`config.mk`:
```
export PLATFORM = sky130hd
export DESIGN_NAME = robCore
export DESIGN_NICKNAME = d
export VERILOG_FILES = /design/src/hdl/robPkg.sv /design/src/hdl/dispatchStage.sv /design/src/hdl/reorderBuffer.sv /design/src/hdl/retireUnit.sv /design/src/hdl/robCore.sv
export SDC_FILE = /design/constraint.sdc
export NUM_CORES = 2
export LEC_CHECK = 0
export BUFFER_PORTS_ARGS = -buffer_cell sky130_fd_sc_hd__buf_4
export CAP_MARGIN = 20
export CORE_ASPECT_RATIO = 1.25
export CORE_MARGIN = 5
export CORE_UTILIZATION = 62
export CTS_BUF_LIST = sky130_fd_sc_hd__clkbuf_8
export DETAILED_ROUTE_END_ITERATION = 8
export GPL_ROUTABILITY_DRIVEN = 0
export PLACE_DENSITY = 0.81
export SYNTH_ARGS = -nofsm -noshare
export SYNTH_HDL_FRONTEND = slang
export SYNTH_SLANG_ARGS = --single-unit
export TNS_END_PERCENT = 30
```
`constraint.sdc`:
```
create_clock -name clk -period 14.2 [get_ports clk]
set_input_delay 3.55 -clock clk [delete_from_list [all_inputs] [get_ports clk]]
set_output_delay 3.55 -clock clk [all_outputs]
set_load 0.005 [all_outputs]
```
`src/hdl/robPkg.sv`:
```
package robPkg;

    // sequence number width, order is decided by signed difference
    localparam int SQN_BITS = 6;

    // architectural register name width
    localparam int REG_BITS = 5;

    // data and pc width
    localparam int XLEN = 32;

    // trap cause field width inside the trap view
    localparam int CAUSE_BITS = 4;

    // how an executed instruction completed
    typedef enum logic [1:0] {
        flagNone  = 2'd0,
        flagTrap  = 2'd1,
        flagFence = 2'd2,
        flagBreak = 2'd3
    } RobFlag;

    // trap view of a writeback word
    typedef struct packed {
        logic [CAUSE_BITS-1:0]      cause;
        logic [XLEN-CAUSE_BITS-1:0] value;
    } TrapView;

    // one writeback word, decoded by the flag that came with it
    typedef union packed {
        logic [XLEN-1:0] result;
        TrapView         trap;
    } WbInfo;

    // true when sequence number a is younger than b
    function automatic logic sqnAfter(input logic [SQN_BITS-1:0] a,
                                      input logic [SQN_BITS-1:0] b);
        logic signed [SQN_BITS-1:0] diff;
        diff = a - b;
        return diff > 0;
    endfunction

endpackage

```
`src/hdl/dispatchStage.sv`:
```
`timescale 1ns/100ps

module dispatchStage import robPkg::*; (
    input  logic                clk,
    input  logic                rst,

    // instruction input
    input  logic                insValid,
    input  logic [XLEN-1:0]     insPc,
    input  logic [REG_BITS-1:0] insRd,
    output logic                insReady,

    // invalidate and redirect
    input  logic                invValid,
    input  logic [SQN_BITS-1:0] invSqN,
    input  logic                redirValid,

    // window from the buffer
    input  logic [SQN_BITS-1:0] headSqN,
    input  logic [SQN_BITS-1:0] maxSqN,

    // enqueue toward the buffer
    output logic                enqValid,
    output logic [SQN_BITS-1:0] enqSqN,
    output logic [XLEN-1:0]     enqPc,
    output logic [REG_BITS-1:0] enqRd
);

    logic [SQN_BITS-1:0] nextSqN;
    logic                accept;

    // stall once the next number falls outside the buffer window,
    // and hold off while the buffer is being flushed or trimmed
    assign insReady = !sqnAfter(nextSqN, maxSqN) && !invValid && !redirValid;
    assign accept   = insValid && insReady;

    always_ff @(posedge clk) begin
        if (rst) begin
            nextSqN  <= '0;
            enqValid <= 1'b0;
        end else if (redirValid) begin
            // restart right after the retired flagged instruction
            nextSqN  <= headSqN;
            enqValid <= 1'b0;
        end else if (invValid) begin
            nextSqN  <= invSqN + SQN_BITS'(1);
            enqValid <= 1'b0;
        end else begin
            enqValid <= accept;
            if (accept) begin
                nextSqN <= nextSqN + SQN_BITS'(1);
            end
        end
    end

    // enqueue payload, only meaningful while enqValid is high
    always_ff @(posedge clk) begin
        if (accept) begin
            enqSqN <= nextSqN;
            enqPc  <= insPc;
            enqRd  <= insRd;
        end
    end

endmodule

```
`src/hdl/reorderBuffer.sv`:
```
`timescale 1ns/100ps

module reorderBuffer import robPkg::*; #(
    parameter int ROB_LENGTH   = 16,
    parameter int COMMIT_WIDTH = 2,
    parameter int WB_PORTS     = 2
) (
    input  logic                    clk,
    input  logic                    rst,

    // enqueue from dispatch
    input  logic                    enqValid,
    input  logic [SQN_BITS-1:0]     enqSqN,
    input  logic [XLEN-1:0]         enqPc,
    input  logic [REG_BITS-1:0]     enqRd,

    // writeback ports
    input  logic [WB_PORTS-1:0]     wbValid,
    input  logic [SQN_BITS-1:0]     wbSqN [WB_PORTS-1:0],
    input  RobFlag                  wbFlag [WB_PORTS-1:0],
    input  WbInfo                   wbInfo [WB_PORTS-1:0],

    // invalidate and redirect
    input  logic                    invValid,
    input  logic [SQN_BITS-1:0]     invSqN,
    input  logic                    redirValid,

    // window
    output logic [SQN_BITS-1:0]     headSqN,
    output logic [SQN_BITS-1:0]     maxSqN,

    // commit lanes
    output logic [COMMIT_WIDTH-1:0] comValid,
    output logic [SQN_BITS-1:0]     comSqN [COMMIT_WIDTH-1:0],
    output logic [XLEN-1:0]         comPc [COMMIT_WIDTH-1:0],
    output logic [REG_BITS-1:0]     comRd [COMMIT_WIDTH-1:0],
    output RobFlag                  comFlag [COMMIT_WIDTH-1:0],
    output WbInfo                   comInfo [COMMIT_WIDTH-1:0]
);

    localparam int IDX_BITS = $clog2(ROB_LENGTH);

    // entry storage, indexed by the low sequence number bits
    logic [ROB_LENGTH-1:0] entValid;
    logic [ROB_LENGTH-1:0] entExec;
    logic [SQN_BITS-1:0]   entSqN [ROB_LENGTH];
    logic [XLEN-1:0]       entPc [ROB_LENGTH];
    logic [REG_BITS-1:0]   entRd [ROB_LENGTH];
    RobFlag                entFlag [ROB_LENGTH];
    WbInfo                 entInfo [ROB_LENGTH];

    // set after a flagged commit, held until the redirect arrives
    logic                  comBlocked;

    logic [IDX_BITS-1:0]   laneIdx [COMMIT_WIDTH];
    logic [IDX_BITS-1:0]   enqIdx;
    logic                  multiOk;
    logic                  commitOpen;
    logic                  doMulti;
    logic                  doSingle;
    logic                  enqOk;
    logic [WB_PORTS-1:0]   wbOk;

    assign maxSqN = headSqN + SQN_BITS'(ROB_LENGTH - 1);
    assign enqIdx = enqSqN[IDX_BITS-1:0];

    // full-width commit needs every head lane done and unflagged
    always_comb begin
        multiOk = 1'b1;
        for (int l = 0; l < COMMIT_WIDTH; l++) begin
            laneIdx[l] = headSqN[IDX_BITS-1:0] + IDX_BITS'(l);
            if (!entValid[laneIdx[l]] || !entExec[laneIdx[l]] ||
                    entFlag[laneIdx[l]] != flagNone) begin
                multiOk = 1'b0;
            end
        end
    end

    assign commitOpen = !comBlocked && !invValid && !redirValid;
    assign doMulti    = commitOpen && multiOk;
    assign doSingle   = commitOpen && !multiOk &&
                        entValid[laneIdx[0]] && entExec[laneIdx[0]];

    // drop enqueues and writebacks that the same-cycle invalidate kills
    assign enqOk = enqValid && !redirValid && !(invValid && sqnAfter(enqSqN, invSqN));

    always_comb begin
        for (int p = 0; p < WB_PORTS; p++) begin
            wbOk[p] = wbValid[p] && !redirValid && !(invValid && sqnAfter(wbSqN[p], invSqN));
        end
    end

    always_ff @(posedge clk) begin
        if (rst) begin
            headSqN    <= '0;
            comBlocked <= 1'b0;
            comValid   <= '0;
            entValid   <= '0;
            entExec    <= '0;
        end else if (redirValid) begin
            // head already sits one past the flagged entry
            comBlocked <= 1'b0;
            comValid   <= '0;
            entValid   <= '0;
            entExec    <= '0;
        end else begin
            comValid <= '0;

            if (invValid) begin
                for (int e = 0; e < ROB_LENGTH; e++) begin
                    if (sqnAfter(entSqN[e], invSqN)) begin
                        entValid[e] <= 1'b0;
                        entExec[e]  <= 1'b0;
                    end
                end
            end

            if (doMulti) begin
                for (int l = 0; l < COMMIT_WIDTH; l++) begin
                    entValid[laneIdx[l]] <= 1'b0;
                    entExec[laneIdx[l]]  <= 1'b0;
                    comValid[l]          <= 1'b1;
                end
                headSqN <= headSqN + SQN_BITS'(COMMIT_WIDTH);
            end else if (doSingle) begin
                entValid[laneIdx[0]] <= 1'b0;
                entExec[laneIdx[0]]  <= 1'b0;
                comValid[0]          <= 1'b1;
                comBlocked           <= entFlag[laneIdx[0]] != flagNone;
                headSqN              <= headSqN + SQN_BITS'(1);
            end

            if (enqOk) begin
                entValid[enqIdx] <= 1'b1;
                entExec[enqIdx]  <= 1'b0;
            end

            // a writeback in the enqueue cycle still counts
            for (int p = 0; p < WB_PORTS; p++) begin
                if (wbOk[p]) begin
                    entExec[wbSqN[p][IDX_BITS-1:0]] <= 1'b1;
                end
            end
        end
    end

    always_ff @(posedge clk) begin
        if (enqOk) begin
            entSqN[enqIdx] <= enqSqN;
            entPc[enqIdx]  <= enqPc;
            entRd[enqIdx]  <= enqRd;
        end

        for (int p = 0; p < WB_PORTS; p++) begin
            if (wbOk[p]) begin
                entFlag[wbSqN[p][IDX_BITS-1:0]] <= wbFlag[p];
                entInfo[wbSqN[p][IDX_BITS-1:0]] <= wbInfo[p];
            end
        end

        for (int l = 0; l < COMMIT_WIDTH; l++) begin
            if (doMulti || (doSingle && l == 0)) begin
                comSqN[l]  <= headSqN + SQN_BITS'(l);
                comPc[l]   <= entPc[laneIdx[l]];
                comRd[l]   <= entRd[laneIdx[l]];
                comFlag[l] <= entFlag[laneIdx[l]];
                comInfo[l] <= entInfo[laneIdx[l]];
            end
        end
    end

endmodule

```
`src/hdl/retireUnit.sv`:
```
`timescale 1ns/100ps

module retireUnit import robPkg::*; #(
    parameter int              COMMIT_WIDTH = 2,
    parameter logic [XLEN-1:0] TRAP_VECTOR  = 32'h100
) (
    input  logic                    clk,
    input  logic                    rst,

    // commit lanes from the buffer
    input  logic [COMMIT_WIDTH-1:0] comValid,
    input  logic [SQN_BITS-1:0]     comSqN [COMMIT_WIDTH-1:0],
    input  logic [XLEN-1:0]         comPc [COMMIT_WIDTH-1:0],
    input  logic [REG_BITS-1:0]     comRd [COMMIT_WIDTH-1:0],
    input  RobFlag                  comFlag [COMMIT_WIDTH-1:0],
    input  WbInfo                   comInfo [COMMIT_WIDTH-1:0],

    // retire stream
    output logic [COMMIT_WIDTH-1:0] retValid,
    output logic [SQN_BITS-1:0]     retSqN [COMMIT_WIDTH-1:0],
    output logic [REG_BITS-1:0]     retRd [COMMIT_WIDTH-1:0],
    output logic [XLEN-1:0]         retValue [COMMIT_WIDTH-1:0],

    // status
    output logic [XLEN-1:0]         retireCount,
    output logic [CAUSE_BITS-1:0]   trapCause,
    output logic [XLEN-1:0]         trapPc,
    output logic                    halted,

    // redirect
    output logic                    redirValid,
    output logic [XLEN-1:0]         redirPc,

    // debug read port
    input  logic [REG_BITS-1:0]     archAddr,
    output logic [XLEN-1:0]         archData
);

    logic [XLEN-1:0] regFile [2**REG_BITS];
    logic [XLEN-1:0] laneCount;

    always_comb begin
        laneCount = '0;
        for (int l = 0; l < COMMIT_WIDTH; l++) begin
            laneCount = laneCount + XLEN'(comValid[l]);
        end
    end

    // later lanes win when two lanes name the same register
    always_ff @(posedge clk) begin
        for (int l = 0; l < COMMIT_WIDTH; l++) begin
            if (comValid[l] && comFlag[l] == flagNone && comRd[l] != '0) begin
                regFile[comRd[l]] <= comInfo[l].result;
            end
        end
    end

    // x0 reads as zero
    assign archData = (archAddr == '0) ? '0 : regFile[archAddr];

    always_ff @(posedge clk) begin
        for (int l = 0; l < COMMIT_WIDTH; l++) begin
            retSqN[l] <= comSqN[l];
            // flagged lanes retire without a destination
            if (comFlag[l] == flagNone) begin
                retRd[l]    <= comRd[l];
                retValue[l] <= comInfo[l].result;
            end else begin
                retRd[l]    <= '0;
                retValue[l] <= '0;
            end
        end
        // only lane 0 can carry a flag
        if (comValid[0]) begin
            redirPc <= (comFlag[0] == flagTrap) ? TRAP_VECTOR : comPc[0] + XLEN'(4);
        end
    end

    always_ff @(posedge clk) begin
        if (rst) begin
            retValid    <= '0;
            retireCount <= '0;
            trapCause   <= '0;
            trapPc      <= '0;
            halted      <= 1'b0;
            redirValid  <= 1'b0;
        end else begin
            retValid    <= comValid;
            retireCount <= retireCount + laneCount;
            redirValid  <= comValid[0] && comFlag[0] != flagNone;
            if (comValid[0] && comFlag[0] == flagTrap) begin
                trapCause <= comInfo[0].trap.cause;
                trapPc    <= comPc[0];
            end
            // sticky until reset
            if (comValid[0] && comFlag[0] == flagBreak) begin
                halted <= 1'b1;
            end
        end
    end

endmodule

```
`src/hdl/robCore.sv`:
```
`timescale 1ns/100ps

module robCore import robPkg::*; #(
    parameter int              ROB_LENGTH   = 16,
    parameter int              COMMIT_WIDTH = 2,
    parameter int              WB_PORTS     = 2,
    parameter logic [XLEN-1:0] TRAP_VECTOR  = 32'h100
) (
    input  logic                    clk,
    input  logic                    rst,

    // instruction input
    input  logic                    insValid,
    input  logic [XLEN-1:0]         insPc,
    input  logic [REG_BITS-1:0]     insRd,
    output logic                    insReady,

    // writeback ports
    input  logic [WB_PORTS-1:0]     wbValid,
    input  logic [SQN_BITS-1:0]     wbSqN [WB_PORTS-1:0],
    input  RobFlag                  wbFlag [WB_PORTS-1:0],
    input  WbInfo                   wbInfo [WB_PORTS-1:0],

    // mispredict invalidate
    input  logic                    invValid,
    input  logic [SQN_BITS-1:0]     invSqN,

    // retire stream
    output logic [COMMIT_WIDTH-1:0] retValid,
    output logic [SQN_BITS-1:0]     retSqN [COMMIT_WIDTH-1:0],
    output logic [REG_BITS-1:0]     retRd [COMMIT_WIDTH-1:0],
    output logic [XLEN-1:0]         retValue [COMMIT_WIDTH-1:0],

    // status and redirect
    output logic [XLEN-1:0]         retireCount,
    output logic [CAUSE_BITS-1:0]   trapCause,
    output logic [XLEN-1:0]         trapPc,
    output logic                    halted,
    output logic                    redirValid,
    output logic [XLEN-1:0]         redirPc,

    // debug read port
    input  logic [REG_BITS-1:0]     archAddr,
    output logic [XLEN-1:0]         archData
);

    logic                    enqValid;
    logic [SQN_BITS-1:0]     enqSqN;
    logic [XLEN-1:0]         enqPc;
    logic [REG_BITS-1:0]     enqRd;
    logic [SQN_BITS-1:0]     headSqN;
    logic [SQN_BITS-1:0]     maxSqN;
    logic [COMMIT_WIDTH-1:0] comValid;
    logic [SQN_BITS-1:0]     comSqN [COMMIT_WIDTH-1:0];
    logic [XLEN-1:0]         comPc [COMMIT_WIDTH-1:0];
    logic [REG_BITS-1:0]     comRd [COMMIT_WIDTH-1:0];
    RobFlag                  comFlag [COMMIT_WIDTH-1:0];
    WbInfo                   comInfo [COMMIT_WIDTH-1:0];

    dispatchStage dispatch (
        .clk, .rst,
        .insValid, .insPc, .insRd, .insReady,
        .invValid, .invSqN, .redirValid,
        .headSqN, .maxSqN,
        .enqValid, .enqSqN, .enqPc, .enqRd
    );

    reorderBuffer #(
        .ROB_LENGTH(ROB_LENGTH), .COMMIT_WIDTH(COMMIT_WIDTH), .WB_PORTS(WB_PORTS)
    ) rob (
        .clk, .rst,
        .enqValid, .enqSqN, .enqPc, .enqRd,
        .wbValid, .wbSqN, .wbFlag, .wbInfo,
        .invValid, .invSqN, .redirValid,
        .headSqN, .maxSqN,
        .comValid, .comSqN, .comPc, .comRd, .comFlag, .comInfo
    );

    // redirect loops back into dispatch and the buffer
    retireUnit #(
        .COMMIT_WIDTH(COMMIT_WIDTH), .TRAP_VECTOR(TRAP_VECTOR)
    ) retire (
        .clk, .rst,
        .comValid, .comSqN, .comPc, .comRd, .comFlag, .comInfo,
        .retValid, .retSqN, .retRd, .retValue,
        .retireCount, .trapCause, .trapPc, .halted,
        .redirValid, .redirPc,
        .archAddr, .archData
    );

endmodule

```
==> metrics <==
result of the run finished clean; Slew @ Worst Pin roughly 1.3 ns; Synth Register Bits 2,663; DR DRC count 0; Syn. warnings 0; wire length per cell between 30 and 40 um; FP Rows 186; critical path arrival 6.72 ns; DRT antenna net count 0; skew final 0.0779 ns; Max Cap Violations 0; Chip Width 415 um; CP Capture Type output port; asr flop ratio synth 0; drt first-iter violations about 11,000; # fillers 12,838; largest net degree at the start of global routing 134; Setup-failing EPs final 0; Syn Inst Count between 7,000 and 8,000; clock tree root buffer cell clkbuf_8; overall routing resource usage 0.346; Reg clk slew, reported paths 0.06 ns; die height 516 um; Final Slew Violations 0; syn_area_per_cell 17.5 um2; TNS Setup 0 ns; pwr/cell area roughly 110 mW/mm2; Final Cycle Share 0.723; RSZ-0062 raised after global routing false; initial antenna violation count 57; final hold viol count 0; total die area about 0.21 mm2; Synth area leaders edfxtp_1, mux4_2, mux2_2; router iterations before antenna repair 8; Yosys top cell by area edfxtp_1; sequential share of the synthesized area 0.612; DPL Wire Length 207,000 um; TritonCTS clock tree built; Clock Path Buffers 4; max_slew headroom 0.160; routed vias roughly 75,000; vias per inst 7.06; first-pass GRT wire length 535,000 um; CORE AREA about 0.20 mm2; Post-CTS Setup Bufs 0; worst hold-check path type flop to flop; Fmax 97.3 MHz; critical path fanouts, max 105; # IOs 357; Initial Util 0.621; Post-synth EDFFs 2,453; post-route non-filler standard cell count 10,641; top cell type's share of synthesized area 0.579; Critical Path Source Type input port; synth unique cells 76; worst ir drop on vdd 118 uV; vias in the first global route 77,171; hold buffer count at cts 0; critical path class input port to output port; Final #Nets between 7,000 and 8,000; leakage 46.8 nW; layout cell share with drive strength beyond 1 0.457; clk_lat worst skew between 1 and 1.5 ns; Cell Area, Placed around 0.13 mm2; H-tree depth 5; Final Instance Area around 0.14 mm2; placed cell count 9,849; IO buf count 356; Synth Flop Type edfxtp_1; WL final about 370,000 um; post-cts sizing count 0; CTS Sinks 2,663; Tmin final 10.27 ns; synthesis-to-layout area growth 10.8%; grt total ovfl 0; TritonCTS buffer count between 400 and 500; mapped cell area 0.127 mm2; CP Data Required Time 10.65 ns
per-stage QoR:
step	utilization	hold slack, ns	worst slack (ns)	total power [mW]
5_1_grt	0.688	0.356	3.65	15.9
4_1_cts	0.686	0.343	3.84	15.5
2_1_floorplan	-	0.323	4.72	9.24
3_5_place_dp	0.649	0.327	3.84	9.50
3_3_place_gp	0.649	0.326	3.91	9.46
6_report	0.688	0.350	3.93	15.4
sequential cells by signal (all words and copies together), names as in the netlist, 64 cells and up, named ones only:
signal	flops
retire.regFile	1024
rob.entInfo	512
rob.entPc	512
rob.entSqN	96
rob.entRd	80
retire.retValue	64
rob.comInfo	64
synthesized netlist by cell type (7+ instances only):
cell type     n
a21o_1       20
dfxtp_1     210
a21oi_1     109
and2_1       90
a22oi_1       7
clkbuf_1    575
o311a_1       7
nand3_1      54
nand3b_1     19
a211oi_1      7
or3_1        15
nand2b_1     18
xor2_1       65
o21ai_0      74
o211ai_1      8
mux2_2     1541
a31oi_1       8
a22o_1       16
buf_1       123
edfxtp_1   2453
nor2b_1      34
inv_1        96
nand4_1      19
nor2_1      172
mux2i_1      52
a32o_1       14
o21bai_1     12
xnor2_1      62
ha_1        116
nor4_1        8
nand2_1     222
and3_1       19
fa_1         21
mux4_2      875
nor3_1       27
o31ai_1       9
path summary, 6_finish.rpt:
path | start | endpoint | slack [ns] | cells past startpoint
worst max-delay path | archAddr[0] | archData[5] | 3.93 | 7
worst min-delay path | rob.comSqN[9] | retire.retSqN[9] | 0.35 | 0
worst max register to register | rob.headSqN[0] | rob.comInfo[42] | 7.17 | 8
worst min register to register | rob.comSqN[9] | retire.retSqN[9] | 0.35 | 0
power by group:
group / leakage, nW / internal, mW / switching (mW)
Clock: 4.46 / 3.10 / 3.00
Combinational: 18.5 / 0.317 / 0.376
Sequential: 23.8 / 8.59 / 0.0564
layout by cell type (no fill, tap or decap), types with 54 or more instances in the layout:
cell type	instances
nand2_1	194
mux4_2	875
nand3_1	54
edfxtp_1	2453
ha_1	115
and2_1	79
dfxtp_1	206
xnor2_1	61
a21oi_1	109
xor2_1	65
clkinv_1	79
mux2_2	1541
buf_4	517
inv_1	230
clkbuf_8	448
nor2_1	166
critical path, cell delays in order:
cell and delay (ns):
buf_8 0.58, buf_12 0.64, mux4_2 0.61, mux4_2 0.49, mux2i_1 0.39, nor2_1 0.14, buf_4 0.18
cells by family after synthesis:
family | Yosys count | share of synthesized area
AOI/OAI and AO/OA | 337 | 0.0171
DFF | 2663 | 0.612
other | 1 | 0.0000295
buffers and inverters | 803 | 0.0238
and+or+nand+nor | 731 | 0.0282
muxes | 2468 | 0.295
xor gates and xnor gates | 127 | 0.00874
adders and majority gates | 137 | 0.0147
layer usage:
metal,GRT usage,wire length [um]
met5,0,239
met4,0.205,24100
met3,0.0852,44300
met2,0.564,182000
met1,0.425,123000
final cells by class:
cell class	instances	area, um2	area share
antenna	48	120	0.000852
clock buffer	448	6170	0.0437
clock inverter	282	1450	0.0103
inverter	101	387	0.00274
multi-input combinational	3832	47200	0.335
sequential	2663	77900	0.553
tap	2726	3410	0.0242
timing repair buffer	541	4380	0.0311
Note: power is estimated with default switching activity, not from simulation.
